--- src/hdl/tcdm_bus_pkg.sv ---
package tcdm_bus_pkg;

   //******************************
   // TCDM port geometry
   //******************************

   // Byte address into the TCDM
   localparam int unsigned TCDM_ADDR_W = 12;

   // One bus word
   localparam int unsigned TCDM_DATA_W = 32;

   // One enable bit per byte lane
   localparam int unsigned TCDM_BE_W   = TCDM_DATA_W / 8;

   // Address step from one beat to the next
   localparam int unsigned WORD_BYTES  = TCDM_DATA_W / 8;

   //******************************
   // Bus vector types
   //******************************

   // Low two bits stay zero for word aligned commands
   typedef logic [TCDM_ADDR_W-1:0] tcdm_addr_t;
   typedef logic [TCDM_DATA_W-1:0] tcdm_data_t;
   typedef logic [TCDM_BE_W-1:0]   tcdm_be_t;

endpackage

--- src/hdl/dma_cmd_pkg.sv ---
package dma_cmd_pkg;

   // Transfer ID and burst length fields
   localparam int unsigned SID_W        = 2;
   localparam int unsigned LEN_W        = 8;

   // Storage depths
   localparam int unsigned CMD_DEPTH    = 2;
   localparam int unsigned TX_BUF_DEPTH = 2;

   typedef logic [SID_W-1:0] sid_t;

   // Number of words minus one
   typedef logic [LEN_W-1:0] beat_len_t;

   // Unpacker control
   typedef enum logic {
      IDLE,
      BURST
   } unpack_state_e;

   // Last requester shown on the shared port
   typedef enum logic {
      TX,
      RX
   } arb_grant_e;

endpackage

--- src/hdl/tcdm_cmd_unpack.sv ---
module tcdm_cmd_unpack
   import tcdm_bus_pkg::*;
   import dma_cmd_pkg::*;
(
   input  logic       clk_i,
   input  logic       rst_n_i,

   input  logic       cmd_valid_i,
   output logic       cmd_ready_o,
   input  tcdm_addr_t cmd_addr_i,
   input  beat_len_t  cmd_len_i,
   input  sid_t       cmd_sid_i,

   output logic       beat_valid_o,
   input  logic       beat_ready_i,
   output tcdm_addr_t beat_addr_o,
   output logic       beat_eop_o,
   output sid_t       beat_sid_o
);

   tcdm_addr_t                       q_addr [CMD_DEPTH];
   beat_len_t                        q_len  [CMD_DEPTH];
   sid_t                             q_sid  [CMD_DEPTH];
   logic [$clog2(CMD_DEPTH)-1:0]     wr_ptr_q;
   logic [$clog2(CMD_DEPTH)-1:0]     rd_ptr_q;
   logic [$clog2(CMD_DEPTH+1)-1:0]   count_q;
   logic                             push;
   logic                             pop;

   unpack_state_e                    state_q;
   tcdm_addr_t                       addr_q;
   beat_len_t                        remain_q;

   //******************************
   // Command queue
   //******************************

   assign cmd_ready_o = 32'(count_q) < CMD_DEPTH;
   assign push        = cmd_valid_i && cmd_ready_o;

   // Head leaves the queue with its last beat
   assign pop         = beat_valid_o && beat_ready_i && beat_eop_o;

   always_ff @(posedge clk_i) begin
      if (push) begin
         q_addr[wr_ptr_q] <= cmd_addr_i;
         q_len[wr_ptr_q]  <= cmd_len_i;
         q_sid[wr_ptr_q]  <= cmd_sid_i;
      end
   end

   always_ff @(posedge clk_i or negedge rst_n_i) begin
      if (!rst_n_i) begin
         wr_ptr_q <= '0;
         rd_ptr_q <= '0;
         count_q  <= '0;
      end else begin
         if (push) begin
            wr_ptr_q <= wr_ptr_q + 1'b1;
         end
         if (pop) begin
            rd_ptr_q <= rd_ptr_q + 1'b1;
         end
         case ({push, pop})
            2'b10:   count_q <= count_q + 1'b1;
            2'b01:   count_q <= count_q - 1'b1;
            default: count_q <= count_q;
         endcase
      end
   end

   //******************************
   // Beat generation
   //******************************

   assign beat_valid_o = (state_q == BURST);
   assign beat_addr_o  = addr_q;
   assign beat_eop_o   = (remain_q == '0);
   assign beat_sid_o   = q_sid[rd_ptr_q];

   always_ff @(posedge clk_i or negedge rst_n_i) begin
      if (!rst_n_i) begin
         state_q  <= IDLE;
         addr_q   <= '0;
         remain_q <= '0;
      end else begin
         case (state_q)
            IDLE: begin
               // Load the head command
               if (count_q != '0) begin
                  state_q  <= BURST;
                  addr_q   <= q_addr[rd_ptr_q];
                  remain_q <= q_len[rd_ptr_q];
               end
            end
            BURST: begin
               if (beat_ready_i) begin
                  addr_q   <= addr_q + tcdm_addr_t'(WORD_BYTES);
                  remain_q <= remain_q - 1'b1;
                  if (beat_eop_o) begin
                     state_q <= IDLE;
                  end
               end
            end
            default: state_q <= IDLE;
         endcase
      end
   end

endmodule

--- src/hdl/tcdm_tx_if.sv ---
module tcdm_tx_if
   import tcdm_bus_pkg::*;
   import dma_cmd_pkg::*;
(
   input  logic       clk_i,
   input  logic       rst_n_i,

   input  logic       beat_valid_i,
   output logic       beat_ready_o,
   input  tcdm_addr_t beat_addr_i,
   input  logic       beat_eop_i,
   input  sid_t       beat_sid_i,

   output logic       mem_req_o,
   output tcdm_addr_t mem_addr_o,
   input  logic       mem_gnt_i,
   input  logic       mem_rvalid_i,
   input  tcdm_data_t mem_rdata_i,

   output logic       tx_data_valid_o,
   output tcdm_data_t tx_data_o,
   input  logic       tx_data_ready_i,

   output logic       synch_valid_o,
   output sid_t       synch_sid_o
);

   tcdm_data_t                        buf_data [TX_BUF_DEPTH];
   logic                              buf_eop  [TX_BUF_DEPTH];
   sid_t                              buf_sid  [TX_BUF_DEPTH];
   logic [$clog2(TX_BUF_DEPTH)-1:0]   wr_ptr_q;
   logic [$clog2(TX_BUF_DEPTH)-1:0]   rd_ptr_q;
   logic [$clog2(TX_BUF_DEPTH+1)-1:0] count_q;
   logic                              inflight_q;
   logic                              pend_eop_q;
   sid_t                              pend_sid_q;
   logic                              room;
   logic                              read_fire;
   logic                              pop;

   // A read goes out only if its word has a free buffer slot
   assign room         = (32'(count_q) + 32'(inflight_q)) < TX_BUF_DEPTH;
   assign mem_req_o    = beat_valid_i && room;
   assign mem_addr_o   = beat_addr_i;
   assign beat_ready_o = room && mem_gnt_i;
   assign read_fire    = mem_req_o && mem_gnt_i;

   // Tag of the read whose word returns next cycle
   always_ff @(posedge clk_i) begin
      if (read_fire) begin
         pend_eop_q <= beat_eop_i;
         pend_sid_q <= beat_sid_i;
      end
      if (mem_rvalid_i) begin
         buf_data[wr_ptr_q] <= mem_rdata_i;
         buf_eop[wr_ptr_q]  <= pend_eop_q;
         buf_sid[wr_ptr_q]  <= pend_sid_q;
      end
   end

   //******************************
   // Read data buffer
   //******************************

   assign tx_data_valid_o = (count_q != '0);
   assign tx_data_o       = buf_data[rd_ptr_q];
   assign pop             = tx_data_valid_o && tx_data_ready_i;

   always_ff @(posedge clk_i or negedge rst_n_i) begin
      if (!rst_n_i) begin
         inflight_q    <= 1'b0;
         wr_ptr_q      <= '0;
         rd_ptr_q      <= '0;
         count_q       <= '0;
         synch_valid_o <= 1'b0;
         synch_sid_o   <= '0;
      end else begin
         inflight_q <= read_fire;
         if (mem_rvalid_i) begin
            wr_ptr_q <= wr_ptr_q + 1'b1;
         end
         if (pop) begin
            rd_ptr_q <= rd_ptr_q + 1'b1;
         end
         case ({mem_rvalid_i, pop})
            2'b10:   count_q <= count_q + 1'b1;
            2'b01:   count_q <= count_q - 1'b1;
            default: count_q <= count_q;
         endcase
         // Burst done once its last word leaves
         synch_valid_o <= pop && buf_eop[rd_ptr_q];
         if (pop && buf_eop[rd_ptr_q]) begin
            synch_sid_o <= buf_sid[rd_ptr_q];
         end
      end
   end

endmodule

--- src/hdl/tcdm_rx_if.sv ---
module tcdm_rx_if
   import tcdm_bus_pkg::*;
   import dma_cmd_pkg::*;
(
   input  logic       clk_i,
   input  logic       rst_n_i,

   input  logic       beat_valid_i,
   output logic       beat_ready_o,
   input  tcdm_addr_t beat_addr_i,
   input  logic       beat_eop_i,
   input  sid_t       beat_sid_i,

   output logic       mem_req_o,
   output tcdm_addr_t mem_addr_o,
   output tcdm_data_t mem_wdata_o,
   output tcdm_be_t   mem_be_o,
   input  logic       mem_gnt_i,

   input  logic       rx_data_valid_i,
   input  tcdm_data_t rx_data_i,
   input  tcdm_be_t   rx_data_strb_i,
   output logic       rx_data_ready_o,

   output logic       synch_valid_o,
   output sid_t       synch_sid_o
);

   logic write_fire;

   // Write needs an address beat and a data word together
   assign mem_req_o   = beat_valid_i && rx_data_valid_i;
   assign mem_addr_o  = beat_addr_i;
   assign mem_wdata_o = rx_data_i;
   assign mem_be_o    = rx_data_strb_i;

   // Beat and word are consumed in the grant cycle
   assign beat_ready_o    = rx_data_valid_i && mem_gnt_i;
   assign rx_data_ready_o = beat_valid_i && mem_gnt_i;
   assign write_fire      = mem_req_o && mem_gnt_i;

   always_ff @(posedge clk_i or negedge rst_n_i) begin
      if (!rst_n_i) begin
         synch_valid_o <= 1'b0;
         synch_sid_o   <= '0;
      end else begin
         synch_valid_o <= write_fire && beat_eop_i;
         if (write_fire && beat_eop_i) begin
            synch_sid_o <= beat_sid_i;
         end
      end
   end

endmodule

--- src/hdl/tcdm_port_arb.sv ---
module tcdm_port_arb
   import tcdm_bus_pkg::*;
   import dma_cmd_pkg::*;
(
   input  logic       clk_i,
   input  logic       rst_n_i,

   // Read requester
   input  logic       tx_req_i,
   input  tcdm_addr_t tx_addr_i,
   output logic       tx_gnt_o,
   output logic       tx_rvalid_o,
   output tcdm_data_t tx_rdata_o,

   // Write requester
   input  logic       rx_req_i,
   input  tcdm_addr_t rx_addr_i,
   input  tcdm_data_t rx_wdata_i,
   input  tcdm_be_t   rx_be_i,
   output logic       rx_gnt_o,

   // Shared TCDM port
   output logic       tcdm_req_o,
   output tcdm_addr_t tcdm_addr_o,
   output logic       tcdm_we_o,
   output tcdm_data_t tcdm_wdata_o,
   output tcdm_be_t   tcdm_be_o,
   input  logic       tcdm_gnt_i,
   input  logic       tcdm_r_valid_i,
   input  tcdm_data_t tcdm_r_rdata_i
);

   arb_grant_e last_q;
   arb_grant_e sel;
   logic       lock_q;

   // Stalled request keeps the port, otherwise alternate on contention
   always_comb begin
      if (lock_q) begin
         sel = last_q;
      end else if (tx_req_i && rx_req_i) begin
         sel = (last_q == TX) ? RX : TX;
      end else if (tx_req_i) begin
         sel = TX;
      end else begin
         sel = RX;
      end
   end

   assign tcdm_req_o   = (sel == TX) ? tx_req_i : rx_req_i;
   assign tcdm_addr_o  = (sel == TX) ? tx_addr_i : rx_addr_i;
   assign tcdm_we_o    = (sel == RX);
   assign tcdm_wdata_o = (sel == RX) ? rx_wdata_i : '0;
   assign tcdm_be_o    = (sel == RX) ? rx_be_i : '1;

   assign tx_gnt_o = (sel == TX) && tx_req_i && tcdm_gnt_i;
   assign rx_gnt_o = (sel == RX) && rx_req_i && tcdm_gnt_i;

   // Only reads return data
   assign tx_rvalid_o = tcdm_r_valid_i;
   assign tx_rdata_o  = tcdm_r_rdata_i;

   always_ff @(posedge clk_i or negedge rst_n_i) begin
      if (!rst_n_i) begin
         last_q <= RX;
         lock_q <= 1'b0;
      end else begin
         if (tcdm_req_o) begin
            last_q <= sel;
         end
         lock_q <= tcdm_req_o && !tcdm_gnt_i;
      end
   end

endmodule

--- src/hdl/tcdm_unit.sv ---
module tcdm_unit
   import tcdm_bus_pkg::*;
   import dma_cmd_pkg::*;
(
   input  logic       clk_i,
   input  logic       rst_n_i,

   //******************************
   // Command inputs
   //******************************
   input  logic       tx_cmd_valid_i,
   output logic       tx_cmd_ready_o,
   input  tcdm_addr_t tx_cmd_addr_i,
   input  beat_len_t  tx_cmd_len_i,
   input  sid_t       tx_cmd_sid_i,

   input  logic       rx_cmd_valid_i,
   output logic       rx_cmd_ready_o,
   input  tcdm_addr_t rx_cmd_addr_i,
   input  beat_len_t  rx_cmd_len_i,
   input  sid_t       rx_cmd_sid_i,

   //******************************
   // TCDM port
   //******************************
   output logic       tcdm_req_o,
   output tcdm_addr_t tcdm_addr_o,
   output logic       tcdm_we_o,
   output tcdm_data_t tcdm_wdata_o,
   output tcdm_be_t   tcdm_be_o,
   input  logic       tcdm_gnt_i,
   input  logic       tcdm_r_valid_i,
   input  tcdm_data_t tcdm_r_rdata_i,

   //******************************
   // Data streams and synch
   //******************************
   output logic       tx_data_valid_o,
   output tcdm_data_t tx_data_o,
   input  logic       tx_data_ready_i,

   input  logic       rx_data_valid_i,
   input  tcdm_data_t rx_data_i,
   input  tcdm_be_t   rx_data_strb_i,
   output logic       rx_data_ready_o,

   output logic       tx_synch_valid_o,
   output sid_t       tx_synch_sid_o,
   output logic       rx_synch_valid_o,
   output sid_t       rx_synch_sid_o
);

   logic       tx_beat_valid;
   logic       tx_beat_ready;
   tcdm_addr_t tx_beat_addr;
   logic       tx_beat_eop;
   sid_t       tx_beat_sid;
   logic       rx_beat_valid;
   logic       rx_beat_ready;
   tcdm_addr_t rx_beat_addr;
   logic       rx_beat_eop;
   sid_t       rx_beat_sid;

   logic       tx_mem_req;
   tcdm_addr_t tx_mem_addr;
   logic       tx_mem_gnt;
   logic       tx_mem_rvalid;
   tcdm_data_t tx_mem_rdata;
   logic       rx_mem_req;
   tcdm_addr_t rx_mem_addr;
   tcdm_data_t rx_mem_wdata;
   tcdm_be_t   rx_mem_be;
   logic       rx_mem_gnt;

   tcdm_cmd_unpack tx_unpack_i (
      .clk_i        (clk_i),
      .rst_n_i      (rst_n_i),
      .cmd_valid_i  (tx_cmd_valid_i),
      .cmd_ready_o  (tx_cmd_ready_o),
      .cmd_addr_i   (tx_cmd_addr_i),
      .cmd_len_i    (tx_cmd_len_i),
      .cmd_sid_i    (tx_cmd_sid_i),
      .beat_valid_o (tx_beat_valid),
      .beat_ready_i (tx_beat_ready),
      .beat_addr_o  (tx_beat_addr),
      .beat_eop_o   (tx_beat_eop),
      .beat_sid_o   (tx_beat_sid)
   );

   tcdm_cmd_unpack rx_unpack_i (
      .clk_i        (clk_i),
      .rst_n_i      (rst_n_i),
      .cmd_valid_i  (rx_cmd_valid_i),
      .cmd_ready_o  (rx_cmd_ready_o),
      .cmd_addr_i   (rx_cmd_addr_i),
      .cmd_len_i    (rx_cmd_len_i),
      .cmd_sid_i    (rx_cmd_sid_i),
      .beat_valid_o (rx_beat_valid),
      .beat_ready_i (rx_beat_ready),
      .beat_addr_o  (rx_beat_addr),
      .beat_eop_o   (rx_beat_eop),
      .beat_sid_o   (rx_beat_sid)
   );

   tcdm_tx_if tx_if_i (
      .clk_i           (clk_i),
      .rst_n_i         (rst_n_i),
      .beat_valid_i    (tx_beat_valid),
      .beat_ready_o    (tx_beat_ready),
      .beat_addr_i     (tx_beat_addr),
      .beat_eop_i      (tx_beat_eop),
      .beat_sid_i      (tx_beat_sid),
      .mem_req_o       (tx_mem_req),
      .mem_addr_o      (tx_mem_addr),
      .mem_gnt_i       (tx_mem_gnt),
      .mem_rvalid_i    (tx_mem_rvalid),
      .mem_rdata_i     (tx_mem_rdata),
      .tx_data_valid_o (tx_data_valid_o),
      .tx_data_o       (tx_data_o),
      .tx_data_ready_i (tx_data_ready_i),
      .synch_valid_o   (tx_synch_valid_o),
      .synch_sid_o     (tx_synch_sid_o)
   );

   tcdm_rx_if rx_if_i (
      .clk_i           (clk_i),
      .rst_n_i         (rst_n_i),
      .beat_valid_i    (rx_beat_valid),
      .beat_ready_o    (rx_beat_ready),
      .beat_addr_i     (rx_beat_addr),
      .beat_eop_i      (rx_beat_eop),
      .beat_sid_i      (rx_beat_sid),
      .mem_req_o       (rx_mem_req),
      .mem_addr_o      (rx_mem_addr),
      .mem_wdata_o     (rx_mem_wdata),
      .mem_be_o        (rx_mem_be),
      .mem_gnt_i       (rx_mem_gnt),
      .rx_data_valid_i (rx_data_valid_i),
      .rx_data_i       (rx_data_i),
      .rx_data_strb_i  (rx_data_strb_i),
      .rx_data_ready_o (rx_data_ready_o),
      .synch_valid_o   (rx_synch_valid_o),
      .synch_sid_o     (rx_synch_sid_o)
   );

   tcdm_port_arb port_arb_i (
      .clk_i          (clk_i),
      .rst_n_i        (rst_n_i),
      .tx_req_i       (tx_mem_req),
      .tx_addr_i      (tx_mem_addr),
      .tx_gnt_o       (tx_mem_gnt),
      .tx_rvalid_o    (tx_mem_rvalid),
      .tx_rdata_o     (tx_mem_rdata),
      .rx_req_i       (rx_mem_req),
      .rx_addr_i      (rx_mem_addr),
      .rx_wdata_i     (rx_mem_wdata),
      .rx_be_i        (rx_mem_be),
      .rx_gnt_o       (rx_mem_gnt),
      .tcdm_req_o     (tcdm_req_o),
      .tcdm_addr_o    (tcdm_addr_o),
      .tcdm_we_o      (tcdm_we_o),
      .tcdm_wdata_o   (tcdm_wdata_o),
      .tcdm_be_o      (tcdm_be_o),
      .tcdm_gnt_i     (tcdm_gnt_i),
      .tcdm_r_valid_i (tcdm_r_valid_i),
      .tcdm_r_rdata_i (tcdm_r_rdata_i)
   );

endmodule

--- config.mk ---
export PLATFORM = sky130hd
export DESIGN_NAME = tcdm_unit
export DESIGN_NICKNAME = d
export VERILOG_FILES = /design/src/hdl/tcdm_bus_pkg.sv /design/src/hdl/dma_cmd_pkg.sv /design/src/hdl/tcdm_cmd_unpack.sv /design/src/hdl/tcdm_tx_if.sv /design/src/hdl/tcdm_rx_if.sv /design/src/hdl/tcdm_port_arb.sv /design/src/hdl/tcdm_unit.sv
export SDC_FILE = /design/constraint.sdc
export NUM_CORES = 1
export LEC_CHECK = 0
export ABC_CLOCK_PERIOD_IN_PS = 2350
export BUFFER_PORTS_ARGS = -buffer_cell sky130_fd_sc_hd__buf_2
export CAP_MARGIN = 20
export CORE_UTILIZATION = 30
export CTS_BUF_LIST = sky130_fd_sc_hd__clkbuf_8 sky130_fd_sc_hd__clkbuf_16
export DETAILED_ROUTE_END_ITERATION = 7
export PLACE_DENSITY_LB_ADDON = 0.2
export SKIP_CTS_REPAIR_TIMING = 1
export SYNTH_ARGS = -nofsm -noshare
export SYNTH_HDL_FRONTEND = slang
export SYNTH_HIERARCHICAL = 1
export SYNTH_SLANG_ARGS = --single-unit
--- constraint.sdc ---
create_clock -name clk_i -period 2.35 [get_ports clk_i]
set_input_delay 0.1175 -clock clk_i [delete_from_list [all_inputs] [get_ports clk_i]]
set_output_delay 0.1175 -clock clk_i [all_outputs]
set_load 0.01 [all_outputs]
== Word-level counts from Yosys, hierarchy flattened ==
Memory sizes are Yosys's and may differ from the RTL's. A register that Yosys moved wholly into a read port is not among the register bits.
Cells that the tools add are included.
Widths: inputs -> output; s select.

* Bits in writable memories: 158
* Memories kept: 9
* Output and inout port bits: 92
* Register bits after elaboration: 60
* Input port bits: 120

{| class="wikitable"
|+ Memory list
! memory !! words !! bits a word !! rd ports !! clocked after Yosys merged registers in !! wr ports !! RTL line !! RTL
|-
| tx_if_i.buf_data || 2 || 32 || 1 || 0 || 1 || tcdm_tx_if.sv:28 || <nowiki>tcdm_data_t buf_data [TX_BUF_DEPTH];</nowiki>
|-
| rx_unpack_i.q_addr || 2 || 12 || 1 || 0 || 1 || tcdm_cmd_unpack.sv:21 || <nowiki>tcdm_addr_t q_addr [CMD_DEPTH];</nowiki>
|-
| tx_unpack_i.q_addr || 2 || 12 || 1 || 0 || 1 || tcdm_cmd_unpack.sv:21 ||
|-
| rx_unpack_i.q_len || 2 || 8 || 1 || 0 || 1 || tcdm_cmd_unpack.sv:22 || <nowiki>beat_len_t q_len [CMD_DEPTH];</nowiki>
|-
| tx_unpack_i.q_len || 2 || 8 || 1 || 0 || 1 || tcdm_cmd_unpack.sv:22 ||
|-
| rx_unpack_i.q_sid || 2 || 2 || 1 || 1 || 1 || tcdm_cmd_unpack.sv:23 || <nowiki>sid_t q_sid [CMD_DEPTH];</nowiki>
|-
| 3 more memories || - || - || - || - || - || - ||
|}

* Equal/unequal tests: 10
* $add $sub $neg: 17
* Order comparisons: 3
* Reductions and logical operators: 35
* Muxes and demuxes: 37
* Bitwise logic cells: 3

{| class="wikitable"
|+ Operators by type and width
! cell !! count
|-
| $mux 12 || 5
|-
| $pmux 12 s2 || 2
|-
| $lt 32x2->1 const B || 1
|-
| $mux 32 || 1
|-
| $mux 8 || 4
|-
| $pmux 8 s2 || 2
|-
| $add 12x3->12 const B || 2
|-
| $logic_and 1x1->1 || 22
|-
| $mux 1 || 17
|-
| $logic_not 8->1 || 2
|-
| $sub 8x1->8 const B || 2
|-
| $pmux 2 s2 || 3
|-
| $reduce_bool 2->1 || 6
|-
| $ne 2x1->1 const B || 4
|-
| $add 1x1->1 const B || 6
|-
| $add 2x1->2 const B || 3
|-
| $eq 2x1->1 const B || 3
|-
| $eq 2x2->1 const B || 3
|-
| $sub 2x1->2 const B || 3
|-
| $lt 2x2->1 const B || 2
|-
| $mux 4 || 1
|-
| $pmux 1 s2 || 2
|-
| $reduce_and 2->1 || 2
|-
| $add 2x1->3 || 1
|-
| other kinds (2) || 6
|}

== Depth between registers and ports, before layout ==
Gate-level depths: netlist of the first run.

* Depth after elaboration: 14
* Mapped depth: 11
* Depth with buffers taken out: 11

== Modules after synthesis ==
Netlist of the first run, hierarchy kept.

{| class="wikitable"
|+ By module, submodules not included
! module !! instances !! area an instance (um2) !! cells an instance
|-
| tcdm_cmd_unpack || 2 || 2,997.9 || 226
|-
| tcdm_tx_if || 1 || 3,054.2 || 152
|-
| tcdm_port_arb || 1 || 777.0 || 100
|-
| tcdm_rx_if || 1 || 495.5 || 58
|}

== Worst setup path before layout of the first run ==
OpenSTA, ideal clock, no wires.

* Path type: flip-flop to flip-flop
* Start point: register tx_if_i.count_q[0]
* End point: register tx_unpack_i.count_q[1]
* Buffers on the path: 0
* Setup time: 0.080 ns
* Clock period less this slack: 2.318 ns
* Data required time: 2.270 ns
* Cell stages (with the launch flop): 11
* Slack: 0.032 ns
* Data arrival time: 2.238 ns
* Cells stage by stage: dfrtp_1 > a21oi_1 > and2_1 > a21boi_0 > o211a_1 > and2_1 > inv_1 > nor4_4 > ha_1 > nor2_1 > xnor2_1

* Cells in the longest elaborated chain, start to end: 14
* Elaborated cells on any way between the ends: 17
* Classes of those cells: add/sub: 1; order compare: 1; eq/ne: 2; mux: 4; bitwise: 1; reduce/logical: 8

{| class="wikitable"
|+ RTL lines
! element !! RTL line !! RTL
|-
| start: declaration || tcdm_tx_if.sv:33 || <nowiki>logic [$clog2(TX_BUF_DEPTH+1)-1:0] count_q;</nowiki>
|-
| start signal: assignment || tcdm_tx_if.sv:86 || <nowiki>2'b10: count_q <= count_q + 1'b1;</nowiki>
|-
| start signal: assignment || tcdm_tx_if.sv:87 || <nowiki>2'b01: count_q <= count_q - 1'b1;</nowiki>
|-
| start signal: assignment || tcdm_tx_if.sv:88 || <nowiki>default: count_q <= count_q;</nowiki>
|-
| $add 2x1->3 (*) || tcdm_tx_if.sv:42 || <nowiki>assign room = (32'(count_q) + 32'(inflight_q)) < TX_BUF_DEPTH;</nowiki>
|-
| $lt 32x2->1 (*) || tcdm_tx_if.sv:42 ||
|-
| $logic_and 1x1->1 (*) || tcdm_tx_if.sv:43 || <nowiki>assign mem_req_o = beat_valid_i && room;</nowiki>
|-
| net tx_mem_req || tcdm_unit.sv:64 || <nowiki>logic tx_mem_req;</nowiki>
|-
| $mux 1 or $logic_and 1x1->1 (tied branches) || tcdm_port_arb.sv:43, tcdm_port_arb.sv:41 ||
|-
| $mux 1 || tcdm_port_arb.sv:41 || <nowiki>end else if (tx_req_i && rx_req_i) begin</nowiki>
|-
| $mux 1 || tcdm_port_arb.sv:39 || <nowiki>if (lock_q) begin</nowiki>
|-
| $not 1->1 || - ||
|-
| $logic_and 1x1->1 (*) (2 in a row) || tcdm_port_arb.sv:56 || <nowiki>assign tx_gnt_o = (sel == TX) && tx_req_i && tcdm_gnt_i;</nowiki>
|-
| net tx_mem_gnt || tcdm_unit.sv:66 || <nowiki>logic tx_mem_gnt;</nowiki>
|-
| $logic_and 1x1->1 (*) || tcdm_tx_if.sv:45 || <nowiki>assign beat_ready_o = room && mem_gnt_i;</nowiki>
|-
| net tx_beat_ready || tcdm_unit.sv:54 || <nowiki>logic tx_beat_ready;</nowiki>
|-
| $logic_and 1x1->1 (*) (2 in a row) || tcdm_cmd_unpack.sv:42 || <nowiki>assign pop = beat_valid_o && beat_ready_i && beat_eop_o;</nowiki>
|-
| net tx_unpack_i.pop || tcdm_cmd_unpack.sv:28 || <nowiki>logic pop;</nowiki>
|-
| $eq 2x1->1 or $eq 2x2->1 (tied branches) || tcdm_cmd_unpack.sv:64 || <nowiki>case ({push, pop})</nowiki>
|-
| $pmux 2 s2 or $reduce_bool 2->1 (tied branches) || - ||
|-
| end signal: assignment || tcdm_cmd_unpack.sv:65 || <nowiki>2'b10: count_q <= count_q + 1'b1;</nowiki>
|-
| end signal: assignment || tcdm_cmd_unpack.sv:66 || <nowiki>2'b01: count_q <= count_q - 1'b1;</nowiki>
|-
| end signal: assignment || tcdm_cmd_unpack.sv:67 || <nowiki>default: count_q <= count_q;</nowiki>
|-
| end: declaration || tcdm_cmd_unpack.sv:26 || <nowiki>logic [$clog2(CMD_DEPTH+1)-1:0] count_q;</nowiki>
|}

The timed path passes the listed nets; every way through them passes the cells marked *.
A chain may end at the register's enable or synchronous reset.

== Worst setup path after layout of the first run ==
* Start point: register tx_if_i.count_q[0]
* End point: output port tcdm_addr_o[10]

* Cells in the longest elaborated chain, start to end: 7
* Elaborated cells on any way between the ends: 8
* Classes of those cells: add/sub: 1; order compare: 1; mux: 4; reduce/logical: 2

{| class="wikitable"
|+ RTL lines
! element !! RTL line !! RTL
|-
| $add 2x1->3 (*) || tcdm_tx_if.sv:42 ||
|-
| $lt 32x2->1 (*) || tcdm_tx_if.sv:42 ||
|-
| $logic_and 1x1->1 (*) || tcdm_tx_if.sv:43 ||
|-
| net tx_mem_req || tcdm_unit.sv:64 ||
|-
| $mux 1 or $logic_and 1x1->1 (tied branches) || tcdm_port_arb.sv:43, tcdm_port_arb.sv:41 ||
|-
| $mux 1 (*) || tcdm_port_arb.sv:41 ||
|-
| $mux 1 (*) || tcdm_port_arb.sv:39 ||
|-
| $mux 12 (*) || tcdm_port_arb.sv:51 || <nowiki>assign tcdm_addr_o = (sel == TX) ? tx_addr_i : rx_addr_i;</nowiki>
|-
| end: declaration || tcdm_unit.sv:27 || <nowiki>output tcdm_addr_t tcdm_addr_o,</nowiki>
|}

Marked as above.

==> impl_summary.md, run 1 <==
Status
The flow ran to the end, but the final reports show violations. The final reports fail on setup timing.

Worst setup path
The signal arrival time at the worst endpoint is 2.38 ns. Together, buffers and inverters on the worst path number 4. The signal on the critical path passes through a21oi_2 -> and2_4 -> buf_6 -> nor2b_4 -> buf_6 -> a21boi_4 -> clkbuf_16 -> mux2_4 -> buf_6. The most frequent cell on the critical path is sky130_fd_sc_hd__buf_6. The gate family responsible for the most delay along the worst path is buffers and inverters. The critical path in this run is classified as flip-flop to output port. The largest single stage delay on the critical path is 0.36 ns. The standard cell with the maximum stage delay on the critical path is sky130_fd_sc_hd__dfrtp_1. In this run the worst path has a maximum fanout of 6. The beginning of the worst register-to-register path is tx_if_i/count_q[0]$_DFFE_PN0P_. STA puts the critical path data required time at 2.23 ns. Counting cells, the worst reg-to-reg path comes to 12. The startpoint kind of the worst setup timing path is a flip-flop. In this run the critical register-to-register path is captured at rx_unpack_i/count_q[1]$_DFFE_PN0P_. The setup slack on the worst flop-to-flop path is 0.06 ns.

The worst setup path is captured at an output port.

Synth
The cell area after technology mapping is between 10,000 and 15,000 um2. The portion of synthesized area spent on multiplexers is 0.0955. The share of synthesized area occupied by flip-flops and latches is 0.621.

The number of nets in the synthesized netlist is between 800 and 900. Yosys mapped the design onto 55 distinct sky130hd cell types. The predominant post-synthesis flop cell is sky130_fd_sc_hd__edfxtp_1.

The async set or reset register ratio after synthesis is 0.281. The number of flops mapped to enable cells by yosys is about 160. The gate count of the mapped netlist is 762.

Of the total synthesized cell area, the portion taken by full adders, half adders and majority gates is 0.00848. The mean instance size in the synthesized netlist is 13.5 um2. The fraction of the mapped netlist area in compound gates came to 0.0749. The share of the synthesized netlist area taken by xor and xnor gates is 0.0127.

By area, the combinational part of the netlist is dominated by multiplexers. The simple-gate area share of the yosys netlist is 0.0952. In this run, synthesis produced a sequential element count of roughly 220.

The Yosys warning count is 6.

STA
The final hold violation count was 0. The shortest period the worst path allows is 2.50 ns. Setup repair after global routing could not meet its margin everywhere.

The max-slew violation count is 0. Once routing completed, OpenROAD measured the worst setup slack at -0.146 ns. Measured against its own limit, the worst slew margin works out to 0.500. Derived from the worst setup path, the maximum achievable clock frequency is 0.401 GHz. The share of the cycle needed by the critical path after routing is 1.06. The worst clock skew on the final layout is 0.0155 ns. At the pin with the least slew margin, the transition time is between 0.7 and 0.8 ns. Setup violations remaining at the end of the flow were counted as 47.

Worst hold path
In this run the worst hold path is classified as input port to flip-flop. The count of cells along the worst hold path is 3. The critical hold path startpoint is rx_cmd_valid_i. The path with the worst hold slack has its endpoint at rx_unpack_i/wr_ptr_q$_DFFE_PN0P_.

Layout
Compared with the post-synthesis result, the final layout area differs by 33.5%. The total area of multi-input combinational cells is around 3200 um2. The library cell used most frequently in the layout, excluding fill and tap cells, is sky130_fd_sc_hd__buf_2. Once layout is complete, the cells apart from fillers number around 1,500. The library cells used most frequently in the layout, excluding fill and tap cells, are sky130_fd_sc_hd__buf_2 (163), sky130_fd_sc_hd__edfxtp_1 (161), sky130_fd_sc_hd__dlygate4sd3_1 (82), sky130_fd_sc_hd__dfrtp_1 (62), sky130_fd_sc_hd__mux2_2 (54). Fill cells in the final layout number approximately 3,100. After routing the design area is ~14,000 um2. The number of antenna diodes in the final layout is 0.

Across the whole layout, storage elements account for 6410 um2. In the final layout, the share of cells above drive strength 1 is 0.424. The layout net count is 1,134.

Placement
The last weighted congestion value of the routability-driven placer is 0.745. The post-placement cell area is 11,400 um2. The half-perimeter wire length of the detailed placement result is 15,600 um. The number of port buffers is 211. The total instance count after detailed placement is 1,331. Timing analysis after detailed placement gives a worst setup slack of -0.0241 ns.

Floorplanning
The die outline height is 187 um. The number of primary I/O pins is 212. The die boundary width is 187 um.

Row generation in the floorplan step produced 67 rows. The floorplan step defined a core boundary enclosing 33,700 um2. The initial utilization of the core area, before any placement, comes to 0.306. The total die area is 35,200 um2.

CTS
The tree is rooted in a sky130_fd_sc_hd__clkbuf_16. CTS saw 224 sinks. The clock tree buffer depth is 3. In this run, CTS created clock tree buffers numbering 26.

Clock-pin slew was measured on the worst setup and hold paths at 0.06 ns. The number of levels the H-tree was split into is 1. TritonCTS built the clock tree.

The clock reaches the later pin of the worst-skew pair after about 0.53 ns.

GRT
The via count of the first global-routing pass was 6,129. In the global route stage, met1 resource usage came out at 0.164. met2 is the most crowded layer.

The initial antenna violation count is 0. For met2 alone, demand over resource in global routing was 0.206. The first global-routing pass estimated 34,600 um of wire.

For this run the aggregate overflow at the end of global routing stands at 0. The met3 track demand over resource is 0.0299. Across every metal layer, demand over resource in global routing totals 0.125. The largest net degree at the start of global routing is 49.

Drt
In this run, the number of DRC markers left after iteration 0 of detailed routing was 260. The count of nets left with antenna violations after detail routing is 0. Summed over all layers, the routed wires come to 24,100 um. The remaining routing DRC violations is 0. After detailed routing, the average wire length per cell comes to 16.4 um.

In the routed layout, each cell is associated on average with a via count of 4.46. The first TritonRoute pass finished after 6 iterations. The count of vias placed by the detailed router is 6,568.

Power and ir drop
In this run the power density over the cells is 995 nW/um2. IR analysis of the VDD net gives a maximum drop of 0.566 mV. The cell leakage power is around 5.5 nW.

Job
The tool flagged a number of max-cap violations equal to 0.
-- power breakdown --
group	switching, W	internal [W]	leakage, nW
sequential	0.000347	0.00478	2.23
combinational	0.00210	0.00261	2.88
clock	0.00159	0.00228	0.404
-- flip-flops by register name (all words and copies together) (netlist names), 2 cells and up --
register / cells
rx_if_i/synch_sid_o: 2
rx_unpack_i/beat_addr_o: 12
rx_unpack_i/count_q: 2
rx_unpack_i/q_addr: 24
rx_unpack_i/q_len: 16
rx_unpack_i/q_sid: 4
rx_unpack_i/remain_q: 8
tx_if_i/buf_data: 64
tx_if_i/buf_eop: 2
tx_if_i/buf_sid: 4
tx_if_i/count_q: 2
tx_if_i/pend_sid_q: 2
tx_if_i/synch_sid_o: 2
tx_unpack_i/beat_addr_o: 12
tx_unpack_i/count_q: 2
tx_unpack_i/q_addr: 24
tx_unpack_i/q_len: 16
tx_unpack_i/q_sid: 4
tx_unpack_i/remain_q: 8
-- cell usage after synthesis (all sizes together) (3+ instances only) --
master | count | area, um2
a211oi | 8 | 60.1
a21oi | 32 | 168
a2bb2oi | 8 | 70.1
a31oi | 4 | 25.0
and2 | 38 | 240
and3 | 7 | 43.8
buf | 117 | 871
clkbuf | 9 | 33.8
dfrtp | 62 | 1550
edfxtp | 161 | 4830
ha | 7 | 87.6
inv | 12 | 45.0
mux2 | 70 | 796
mux2i | 19 | 190
nand2 | 38 | 143
nand2b | 8 | 50.1
nand3 | 15 | 75.1
nand4 | 7 | 50.1
nor2 | 25 | 96.4
nor2b | 8 | 50.1
nor3 | 6 | 52.6
nor4 | 6 | 67.6
o211ai | 8 | 60.1
o21ai | 27 | 146
o22a | 5 | 43.8
o22ai | 9 | 56.3
o31ai | 6 | 45.0
or2 | 3 | 18.8
xnor2 | 11 | 96.3
xor2 | 4 | 35.0
-- final cells by class --
class / instances / area share
tap: 448 / 0.0407
clock buffer: 27 / 0.0482
timing repair buffer: 343 / 0.201
multi-input combinational: 400 / 0.229
sequential: 224 / 0.465
clock inverter: 20 / 0.0125
inverter: 12 / 0.00327
-- stage by stage --
| step | hold WS [ns] | util | TNS, ns | total power (W) |
|---|---|---|---|---|
| 6_report | 0.0129 | 0.409 | -3.53 | 0.0137 |
| 5_1_grt | 0.0122 | 0.409 | -7.49 | 0.0144 |
| 4_1_cts | -0.320 | 0.363 | -8.53 | 0.0124 |
| 3_5_place_dp | 0.235 | 0.338 | -0.0241 | 0.00847 |
| 3_3_place_gp | 0.236 | 0.338 | 0 | 0.00847 |
| 2_1_floorplan | -0.178 | - | 0 | 0.00733 |
-- worst max-delay path by stage --
stage	startpoint	end	slack (ns)	cells past startpoint
finish	tx_if_i/count_q[0]$_DFFE_PN0P_	tcdm_addr_o[10]	-0.15	9
global route	tx_if_i/count_q[0]$_DFFE_PN0P_	tcdm_addr_o[9]	-0.22	9
CTS	tx_if_i/count_q[0]$_DFFE_PN0P_	tcdm_addr_o[5]	-0.32	9
detailed placement	tx_if_i/count_q[0]$_DFFE_PN0P_	tx_unpack_i/count_q[1]$_DFFE_PN0P_	-0.02	10
global placement	tx_if_i/count_q[0]$_DFFE_PN0P_	tx_unpack_i/count_q[1]$_DFFE_PN0P_	0.07	11
floorplan	tx_if_i/count_q[0]$_DFFE_PN0P_	tx_unpack_i/count_q[1]$_DFFE_PN0P_	0.03	10
-- cell families after synthesis --
kind of cell             count (synthesis)
AO/OA/AOI/OAI                          118
XOR/XNOR                                15
adder cells (fa/ha/maj)                  7
buffers and inverters                  138
flip-flops                             224
multiplexers                            89
AND/OR/NAND/NOR                        171
-- routing by layer --
layer,share of wire,vias up
met2,0.48,215
li1,-,3188
met3,0.056,38
met5,0,-
met4,0.025,0
met1,0.44,3127
-- tightest hold or removal path: cells and delay by family --
kind	cells	cell delay, ns
AND/OR/NAND/NOR	1	0.18
XOR/XNOR	1	0.09
buffers and inverters	1	0.11
Power figures use the tool's default switching activity.
==> inputs of run 2 (changes only) <==
--- a/config.mk
+++ b/config.mk
@@ -9,10 +9,9 @@
 export BUFFER_PORTS_ARGS = -buffer_cell sky130_fd_sc_hd__buf_2
 export CAP_MARGIN = 20
 export CORE_UTILIZATION = 30
-export CTS_BUF_LIST = sky130_fd_sc_hd__clkbuf_8 sky130_fd_sc_hd__clkbuf_16
+export CTS_BUF_LIST = sky130_fd_sc_hd__clkbuf_2
 export DETAILED_ROUTE_END_ITERATION = 7
 export PLACE_DENSITY_LB_ADDON = 0.2
-export SKIP_CTS_REPAIR_TIMING = 1
 export SYNTH_ARGS = -nofsm -noshare
 export SYNTH_HDL_FRONTEND = slang
 export SYNTH_HIERARCHICAL = 1
==> impl_summary.md, run 2 (synthesis results as in run 1) <==
Layout
The fill cell total of the finished layout is between 3,000 and 4,000. The flip-flop count of the largest register, all copies and words added is between 60 and 70. Ranked by flip-flop count, first place goes to tx_if_i/buf_data. In the layout the commonest cells are sky130_fd_sc_hd__buf_2 (188), sky130_fd_sc_hd__dlygate4sd3_1 (163), sky130_fd_sc_hd__edfxtp_1 (161), sky130_fd_sc_hd__clkbuf_2 (91), sky130_fd_sc_hd__dfrtp_1 (62). Leaving out fill and tap cells, the most frequent cell in the layout is sky130_fd_sc_hd__buf_2.

The final design utilization is 0.416. The flip-flop and latch area is 6410 um2. The total area of multi-input combinational cells is between 3000 and 4000 um2. The post-synthesis to final-layout area growth is 35.9%. The final cell area excluding filler cells is 14,000 um2.

The largest registers in the layout are tx_if_i/buf_data x64, rx_unpack_i/q_addr x24, tx_unpack_i/q_addr x24. Of the cells placed in the final design, the portion with a size suffix greater than 1 is 0.401. For this run, the post-layout net count is 1,250.

STA
At the pin with the least slew margin, the transition time is 0.505 ns. The worst clock skew on the final layout is between 0.09 and 0.1 ns. Setup repair after global routing could not meet its margin everywhere. The max-slew violation count is 0. Setup violations remaining at the end of the flow were counted as 52. The share of the cycle needed by the critical path after routing is 1.16. For the finished layout, the period the worst path requires is 2.73 ns. The post-layout worst setup margin is -0.376 ns.

The final hold violation count is 0. The worst-case headroom to the max-slew limit is 0.664. Derived from the worst setup path, the maximum achievable clock frequency is 0.367 GHz.

CTS
The number of levels the H-tree was split into is 2. TritonCTS built the clock tree. No sink is reached through more buffers than the 3 on the longest clock path.

Counting the buffers created by CTS gives 60. The clock drives ~220 sinks. The clock root buffer is sky130_fd_sc_hd__clkbuf_2. The clock slew seen by the registers of the worst setup and hold paths is 0.09 ns. The later pin in the worst-skew pair is clocked with a latency of 0.90 ns.

Floorplanning
The total die area is 35,200 um2. During I/O placement, the number of pins put on the boundary was 212. The row count is 67. The die is 187 um wide. The initial utilization of the core area, before any placement, comes to 0.306. The die outline height is 187 um. In this run the standard cell core region covers around 34,000 um2.

Worst setup path
The startpoint kind of the worst setup timing path is a flip-flop. The critical setup path kind is flip-flop to output port. The required time at the endpoint of the critical path is 2.23 ns. The worst setup path is captured at an output port. Data arrives at the worst endpoint at 2.61 ns. The peak fanout along the critical path is 6.

Drt
The count of nets left with antenna violations after detail routing is 0. In the routed design, unresolved DRC markers number 0. The ratio of routed vias to standard cells is 4.39. The wire length per cell is roughly 15 um.

The count of vias placed by the detailed router is 7,096. The number of iterations in the first detailed-routing pass is 4. The detailed router finished its first iteration with 296 violations. The routed wire length is 24,900 um.

GRT
The initial antenna violation count is 1. The via count of the first global-routing pass came to roughly 7,000. The total global-route track usage is 0.138.

The first-pass GRT wire length is 38,300 um. The largest net degree at the start of global routing is 49. Global routing finished with a remaining overflow of 0.

Job
The tool flagged a number of max-cap violations equal to 0.

Status
The run finished, with violations left. The checks that failed: setup timing.

Placement
The post-placement cell area is about 11,000 um2. The HPWL after detailed placement is 15,600 um. The number of port buffers is about 210. At the end of routability-driven placement, the weighted congestion stood at around 0.74.

Worst hold path
The type of the tightest min-delay check is input port to flip-flop.

Power and ir drop
The analysis attributes to cell leakage a power of 5.74 nW. IR analysis of the VDD net gives a maximum drop of 0.348 mV. In this run the power density over the cells is 862 nW/um2.
## run 2: final cells by class
class / instances / area share
Antenna cell: 1 / 0.000178
Clock buffer: 91 / 0.0325
Sequential cell: 224 / 0.457
Clock inverter: 15 / 0.00535
Tap cell: 448 / 0.0400
Multi-Input combinational cell: 400 / 0.220
Timing Repair Buffer: 425 / 0.241
Inverter: 12 / 0.00321
## run 2: power by group
group	internal (W)	switching, W	leakage [nW]	total (W)
clock	0.00104	0.00164	0.412	0.00268
combinational	0.00230	0.00198	3.10	0.00428
sequential	0.00477	0.000349	2.23	0.00512
total	0.00812	0.00397	5.74	0.0121
## run 2: repair_timing
item | in CTS | in global routing
setup endpoints to repair | 77 | 77
resized for setup | 48 | 24
pin swaps | 3 | 15
endpoints found under the hold margin | 394 | 0
setup buffers | 7 | 3
hold buffers | 164 | 0
cloned | 1 | 4
## run 2: stage by stage
stage                     hold WS, ns  std cells  total power [W]  setup WS (ns)  setup TNS, ns
after floorplan                -0.178        762          0.00733         0.0317              0
after global placement          0.236       1331          0.00847         0.0722              0
after detailed placement        0.235       1331          0.00847        -0.0241        -0.0241
after CTS                     0.00306       1609           0.0119         -0.553         -23.26
after global routing           0.0134       1616           0.0129         -0.553         -26.20
final                          0.0879       1616           0.0121         -0.376         -16.76
## run 2: critical path, stage by stage (launching register included)
cell and delay (ns):
sky130_fd_sc_hd__dfrtp_1 0.37, sky130_fd_sc_hd__a21oi_2 0.07, sky130_fd_sc_hd__and2_4 0.16, sky130_fd_sc_hd__buf_6 0.11, sky130_fd_sc_hd__nor2b_4 0.12, sky130_fd_sc_hd__buf_6 0.12
sky130_fd_sc_hd__a21boi_4 0.20, sky130_fd_sc_hd__buf_6 0.18, sky130_fd_sc_hd__mux2_4 0.33, sky130_fd_sc_hd__buf_6 0.13
## run 2: path summary, 6_finish.rpt
path | from | endpoint | slack, ns | cells past startpoint
worst max-delay path | tx_if_i/count_q[0]$_DFFE_PN0P_ | tcdm_addr_o[9] | -0.38 | 9
worst min-delay path | tcdm_r_valid_i | tx_if_i/wr_ptr_q$_DFFE_PN0P_ | 0.09 | 3
worst max register to register | tx_if_i/count_q[0]$_DFFE_PN0P_ | tx_unpack_i/count_q[1]$_DFFE_PN0P_ | -0.02 | 10
worst min register to register | tx_if_i/pend_sid_q[0]$_DFFE_PP_ | tx_if_i/buf_sid[0][0]$_DFFE_PP_ | 0.45 | 0
max in group asynchronous | rst_n_i | rx_unpack_i/beat_addr_o[7]$_DFFE_PN0P_ | 1.66 | 4
min in group asynchronous | rst_n_i | port_arb_i/last_q$_DFFE_PN1P_ | 0.38 | 3
## run 2: layer usage
| layer | share of wire | GRT usage | vias to the layer above | routed length, um |
|---|---|---|---|---|
| li1 | - | - | 3445 | - |
| met5 | 0 | 0 | - | 0 |
| met3 | 0.062 | 0.0343 | 56 | 1550 |
| met4 | 0.032 | 0.0566 | 0 | 799 |
| met1 | 0.43 | 0.173 | 3333 | 10800 |
| met2 | 0.47 | 0.227 | 262 | 11800 |
==> inputs of run 3 (changes only) <==
--- a/config.mk
+++ b/config.mk
@@ -5,9 +5,12 @@
 export SDC_FILE = /design/constraint.sdc
 export NUM_CORES = 1
 export LEC_CHECK = 0
+export ABC_AREA = 1
 export ABC_CLOCK_PERIOD_IN_PS = 2350
 export BUFFER_PORTS_ARGS = -buffer_cell sky130_fd_sc_hd__buf_2
 export CAP_MARGIN = 20
+export CELL_PAD_IN_SITES_DETAIL_PLACEMENT = 1
+export CELL_PAD_IN_SITES_GLOBAL_PLACEMENT = 2
 export CORE_UTILIZATION = 30
 export CTS_BUF_LIST = sky130_fd_sc_hd__clkbuf_2
 export DETAILED_ROUTE_END_ITERATION = 7
==> impl_summary.md, run 3 <==
Floorplanning
The number of primary I/O pins is 212. The die outline height is 191 um. The die covers approximately 36,000 um2. The die is 191 um wide.

The core box area is 34,900 um2. The effective utilization at floorplan is 0.307. The row count is 68.

Synth
The number of nets handed over by synthesis was roughly 1,200. The biggest area consumer among synthesized cells is sky130_fd_sc_hd__edfxtp_1. The mean instance size in the synthesized netlist is ~9.8 um2. The dominant cell by count in the synthesized netlist is sky130_fd_sc_hd__nand2_1.

The fraction of post-synthesis cell area in the top cell type by area is 0.451. The Yosys warning count is 6. The register bit total from synthesis is 224.

In the synthesized netlist the dominant register cell turns out to be sky130_fd_sc_hd__edfxtp_1. The cell area after technology mapping is ~11,000 um2. Yosys attributes the largest share of cell area to sky130_fd_sc_hd__edfxtp_1 (45%), sky130_fd_sc_hd__dfrtp_1 (14%), sky130_fd_sc_hd__nand2_1 (10%). The async set or reset register ratio after synthesis is 0.281. The distinct cell type count after synthesis is 37. The gate count of the mapped netlist is between 1,000 and 1,500. For this run, the register share of the synthesized area comes to 0.598. The commonest cells after synthesis are sky130_fd_sc_hd__nand2_1 (294), sky130_fd_sc_hd__edfxtp_1 (161), sky130_fd_sc_hd__nor2_1 (119). The number of flops mapped to enable cells by yosys is about 160.

Power and ir drop
The analysis attributes to cell leakage a power of just under 7 nW. The share of total power dissipated in the clock network is 0.215. Of the total power, the share spent switching nets is 0.376. Internal power comes to 0.00855 W. The combinational power share is 0.410. IR analysis of the VDD net gives a maximum drop of 0.612 mV. Of the total power, registers draw 0.375. The analysis attributes to net switching a power of 0.00514 W.

Dividing total power by cell area gives a power density of 937 nW/um2.

Status
The final reports fail on setup timing. The flow ran to the end, but the final reports show violations.

Worst hold path
In this run the worst hold path is classified as input port to flip-flop.

Worst setup path
The worst setup path is of the flip-flop to output port kind. At the worst endpoint, the required time is 2.23 ns. STA puts the critical path data arrival time at 2.39 ns. The critical path capture point type is an output port. Along the worst path, the maximum fanout reaches 13. The worst setup path is launched from a flip-flop.

CTS
The CTS tree is done. The number of buffers created by CTS is 61. The latest clock arrival within the worst-skew pair is about 0.94 ns.

After clock tree synthesis, the clock-pin slew on the worst setup and hold paths is ~0.12 ns. The tree is rooted in a sky130_fd_sc_hd__clkbuf_2. CTS saw 224 sinks. The clock passes through at most 3 buffers.

The number of levels the H-tree was split into is 2.

GRT
The largest net degree at the start of global routing is 42. The first-pass GRT wire length is roughly 46,000 um. The initial antenna violation count is 1. Global routing finished with a remaining overflow of 0. The via count of the first global-routing pass came to 8,865.

The total global-route track usage is 0.164.

Layout
The fill cell total of the finished layout is 4,066. The final design utilization is 0.419. The largest registers in the layout are tx_if_i/buf_data x64, rx_unpack_i/q_addr x24, tx_unpack_i/q_addr x24. At the end of the flow, the number of nets in the layout was 1,589. Leaving out fill and tap cells, the most frequent cell in the layout is sky130_fd_sc_hd__nand2_1. The register with the most flip-flops in the final layout is tx_if_i/buf_data. The final cell count without fillers is 1,970.

The flip-flop count of the largest register, all copies and words added is 64. In the layout the commonest cells are sky130_fd_sc_hd__nand2_1 (258), sky130_fd_sc_hd__buf_2 (195), sky130_fd_sc_hd__dlygate4sd3_1 (166), sky130_fd_sc_hd__edfxtp_1 (161), sky130_fd_sc_hd__nor2_1 (109). The area growth from synthesis to layout is 36.3%. In the final layout, the share of cells above drive strength 1 is 0.315.

Drt
For this block, the via count after detailed routing is between 8,000 and 9,000. The remaining routing DRC violations is 0. Summed over all layers, the routed wires come to ~30,000 um. In the routed layout, each cell is associated on average with a via count of between 4 and 5. Once detail routing completed, the nets flagged for antenna violations numbered 0. After detailed routing, the average wire length per cell comes to between 15 and 20 um. The DRC marker count from the first detailed-route iteration is 261. The number of iterations in the first detailed-routing pass is 4.

Placement
During placement, the flow inserted port buffers numbering 211. After detailed placement, the design holds a cell count of 1,658. Routability-driven placement finished with a final weighted congestion of 0.711. The wire-length estimate of the detail-placed layout is between 15,000 and 20,000 um.

The pre-CTS setup slack is -0.0429 ns.

STA
The max-slew violation count is 0. At the pin with the least slew margin, the transition time is 0.497 ns. Setup violations remaining at the end of the flow were counted as 52.

Based on the critical path, the design can be clocked at up to 0.399 GHz. The post-layout worst setup margin is -0.158 ns. Subtracting the final worst setup slack from the clock period gives 2.51 ns. The post-route setup TNS is -6.63 ns. Dividing the final minimum period by the clock period gives 1.07. The worst hold slack after final layout is between 0.2 and 0.25 ns. The worst-case headroom to the max-slew limit is 0.668.

Setup repair after global routing could not meet its margin everywhere. The worst clock skew on the final layout is 0.0831 ns. The final hold violation count came to 0.

Job
Across the run, the number of max-cap violations was 0.
==> run 3: worst max-delay path, stage by stage (launching register included) <==
cell and delay (ns):
sky130_fd_sc_hd__dfrtp_1 0.40, sky130_fd_sc_hd__nand2_2 0.08, sky130_fd_sc_hd__nand2_2 0.07, sky130_fd_sc_hd__nor2_4 0.12
sky130_fd_sc_hd__inv_2 0.05, sky130_fd_sc_hd__nor2_4 0.10, sky130_fd_sc_hd__nand2_4 0.08, sky130_fd_sc_hd__nand2_8 0.11
sky130_fd_sc_hd__buf_12 0.15, sky130_fd_sc_hd__inv_12 0.06, sky130_fd_sc_hd__nand2_2 0.06, sky130_fd_sc_hd__nand2_2 0.08
sky130_fd_sc_hd__buf_6 0.13
==> run 3: through the flow <==
step | area (um2) | total power (W)
floorplan | 10700 | 0.00791
global placement | 11700 | 0.00925
detailed placement | 11700 | 0.00931
CTS | 14400 | 0.0137
global route | 14600 | 0.0147
finish | 14600 | 0.0137
==> run 3: path summary, 6_finish.rpt <==
kind                       slack [ns]                       startpoint                                  end  cells past startpoint
max                             -0.16   tx_if_i/count_q[0]$_DFFE_PN0P_                       tcdm_addr_o[4]                     12
min                              0.22                   tcdm_r_valid_i         tx_if_i/buf_eop[0]$_DFFE_PP_                      4
max reg2reg                     -0.10   tx_if_i/count_q[0]$_DFFE_PN0P_   tx_unpack_i/count_q[1]$_DFFE_PN0P_                     20
min reg2reg                      0.46  tx_if_i/pend_sid_q[0]$_DFFE_PP_      tx_if_i/buf_sid[1][0]$_DFFE_PP_                      0
max in group asynchronous        1.47                          rst_n_i  rx_unpack_i/remain_q[3]$_DFFE_PN0P_                      4
min in group asynchronous        0.23                          rst_n_i  rx_unpack_i/remain_q[2]$_DFFE_PN0P_                      3
==> run 3: cell type report <==
class                   instances  area (um2)  area share
flip-flops and latches        224        6410       0.439
repair buffers                437        3440       0.235
multi-input cells             621        3110       0.213
well taps                     455         569      0.0390
inverters                     117         472      0.0323
clock buffers                  89         445      0.0305
clock inverters                26         154      0.0105
diodes                          1        2.50    0.000171
==> run 3: power groups by stage <==
stage | Combinational (W) | Sequential [W] | Clock (W)
after floorplan | 0.00278 | 0.00514 | 0
after global placement | 0.00405 | 0.00519 | 0
after global routing | 0.00621 | 0.00520 | 0.00331
after detailed placement | 0.00410 | 0.00521 | 0
final | 0.00561 | 0.00513 | 0.00295
after CTS | 0.00543 | 0.00514 | 0.00314
==> run 3: what timing repair did <==
action / in CTS / in global routing
hold buffers: 166 / 0
setup endpoints to repair: 84 / 93
gates resized for setup: 77 / 35
gates cloned: 4 / 2
hold endpoints to repair: 417 / 0
pin swaps: 17 / 12
setup buffers: 12 / 14
==> run 3: cell families (layout without fill, tap and decap cells) <==
logic type	count (synthesis)	count (layout)	share of synthesized area
buf+inv	245	669	0.134
flops	224	224	0.598
other cells	0	1	0
simple gates	488	488	0.188
xor+xnor	11	11	0.00899
compound gates	115	115	0.0636
fa+ha+maj	7	7	0.00817
==> run 3: per-layer routing <==
layer	wire, um	global-route usage	part of all wire	up-vias
met2	13300	0.259	0.45	204
met5	0	0	0	-
met1	13900	0.215	0.47	3927
met3	1870	0.0419	0.063	34
li1	-	-	-	4203
met4	534	0.0597	0.018	0
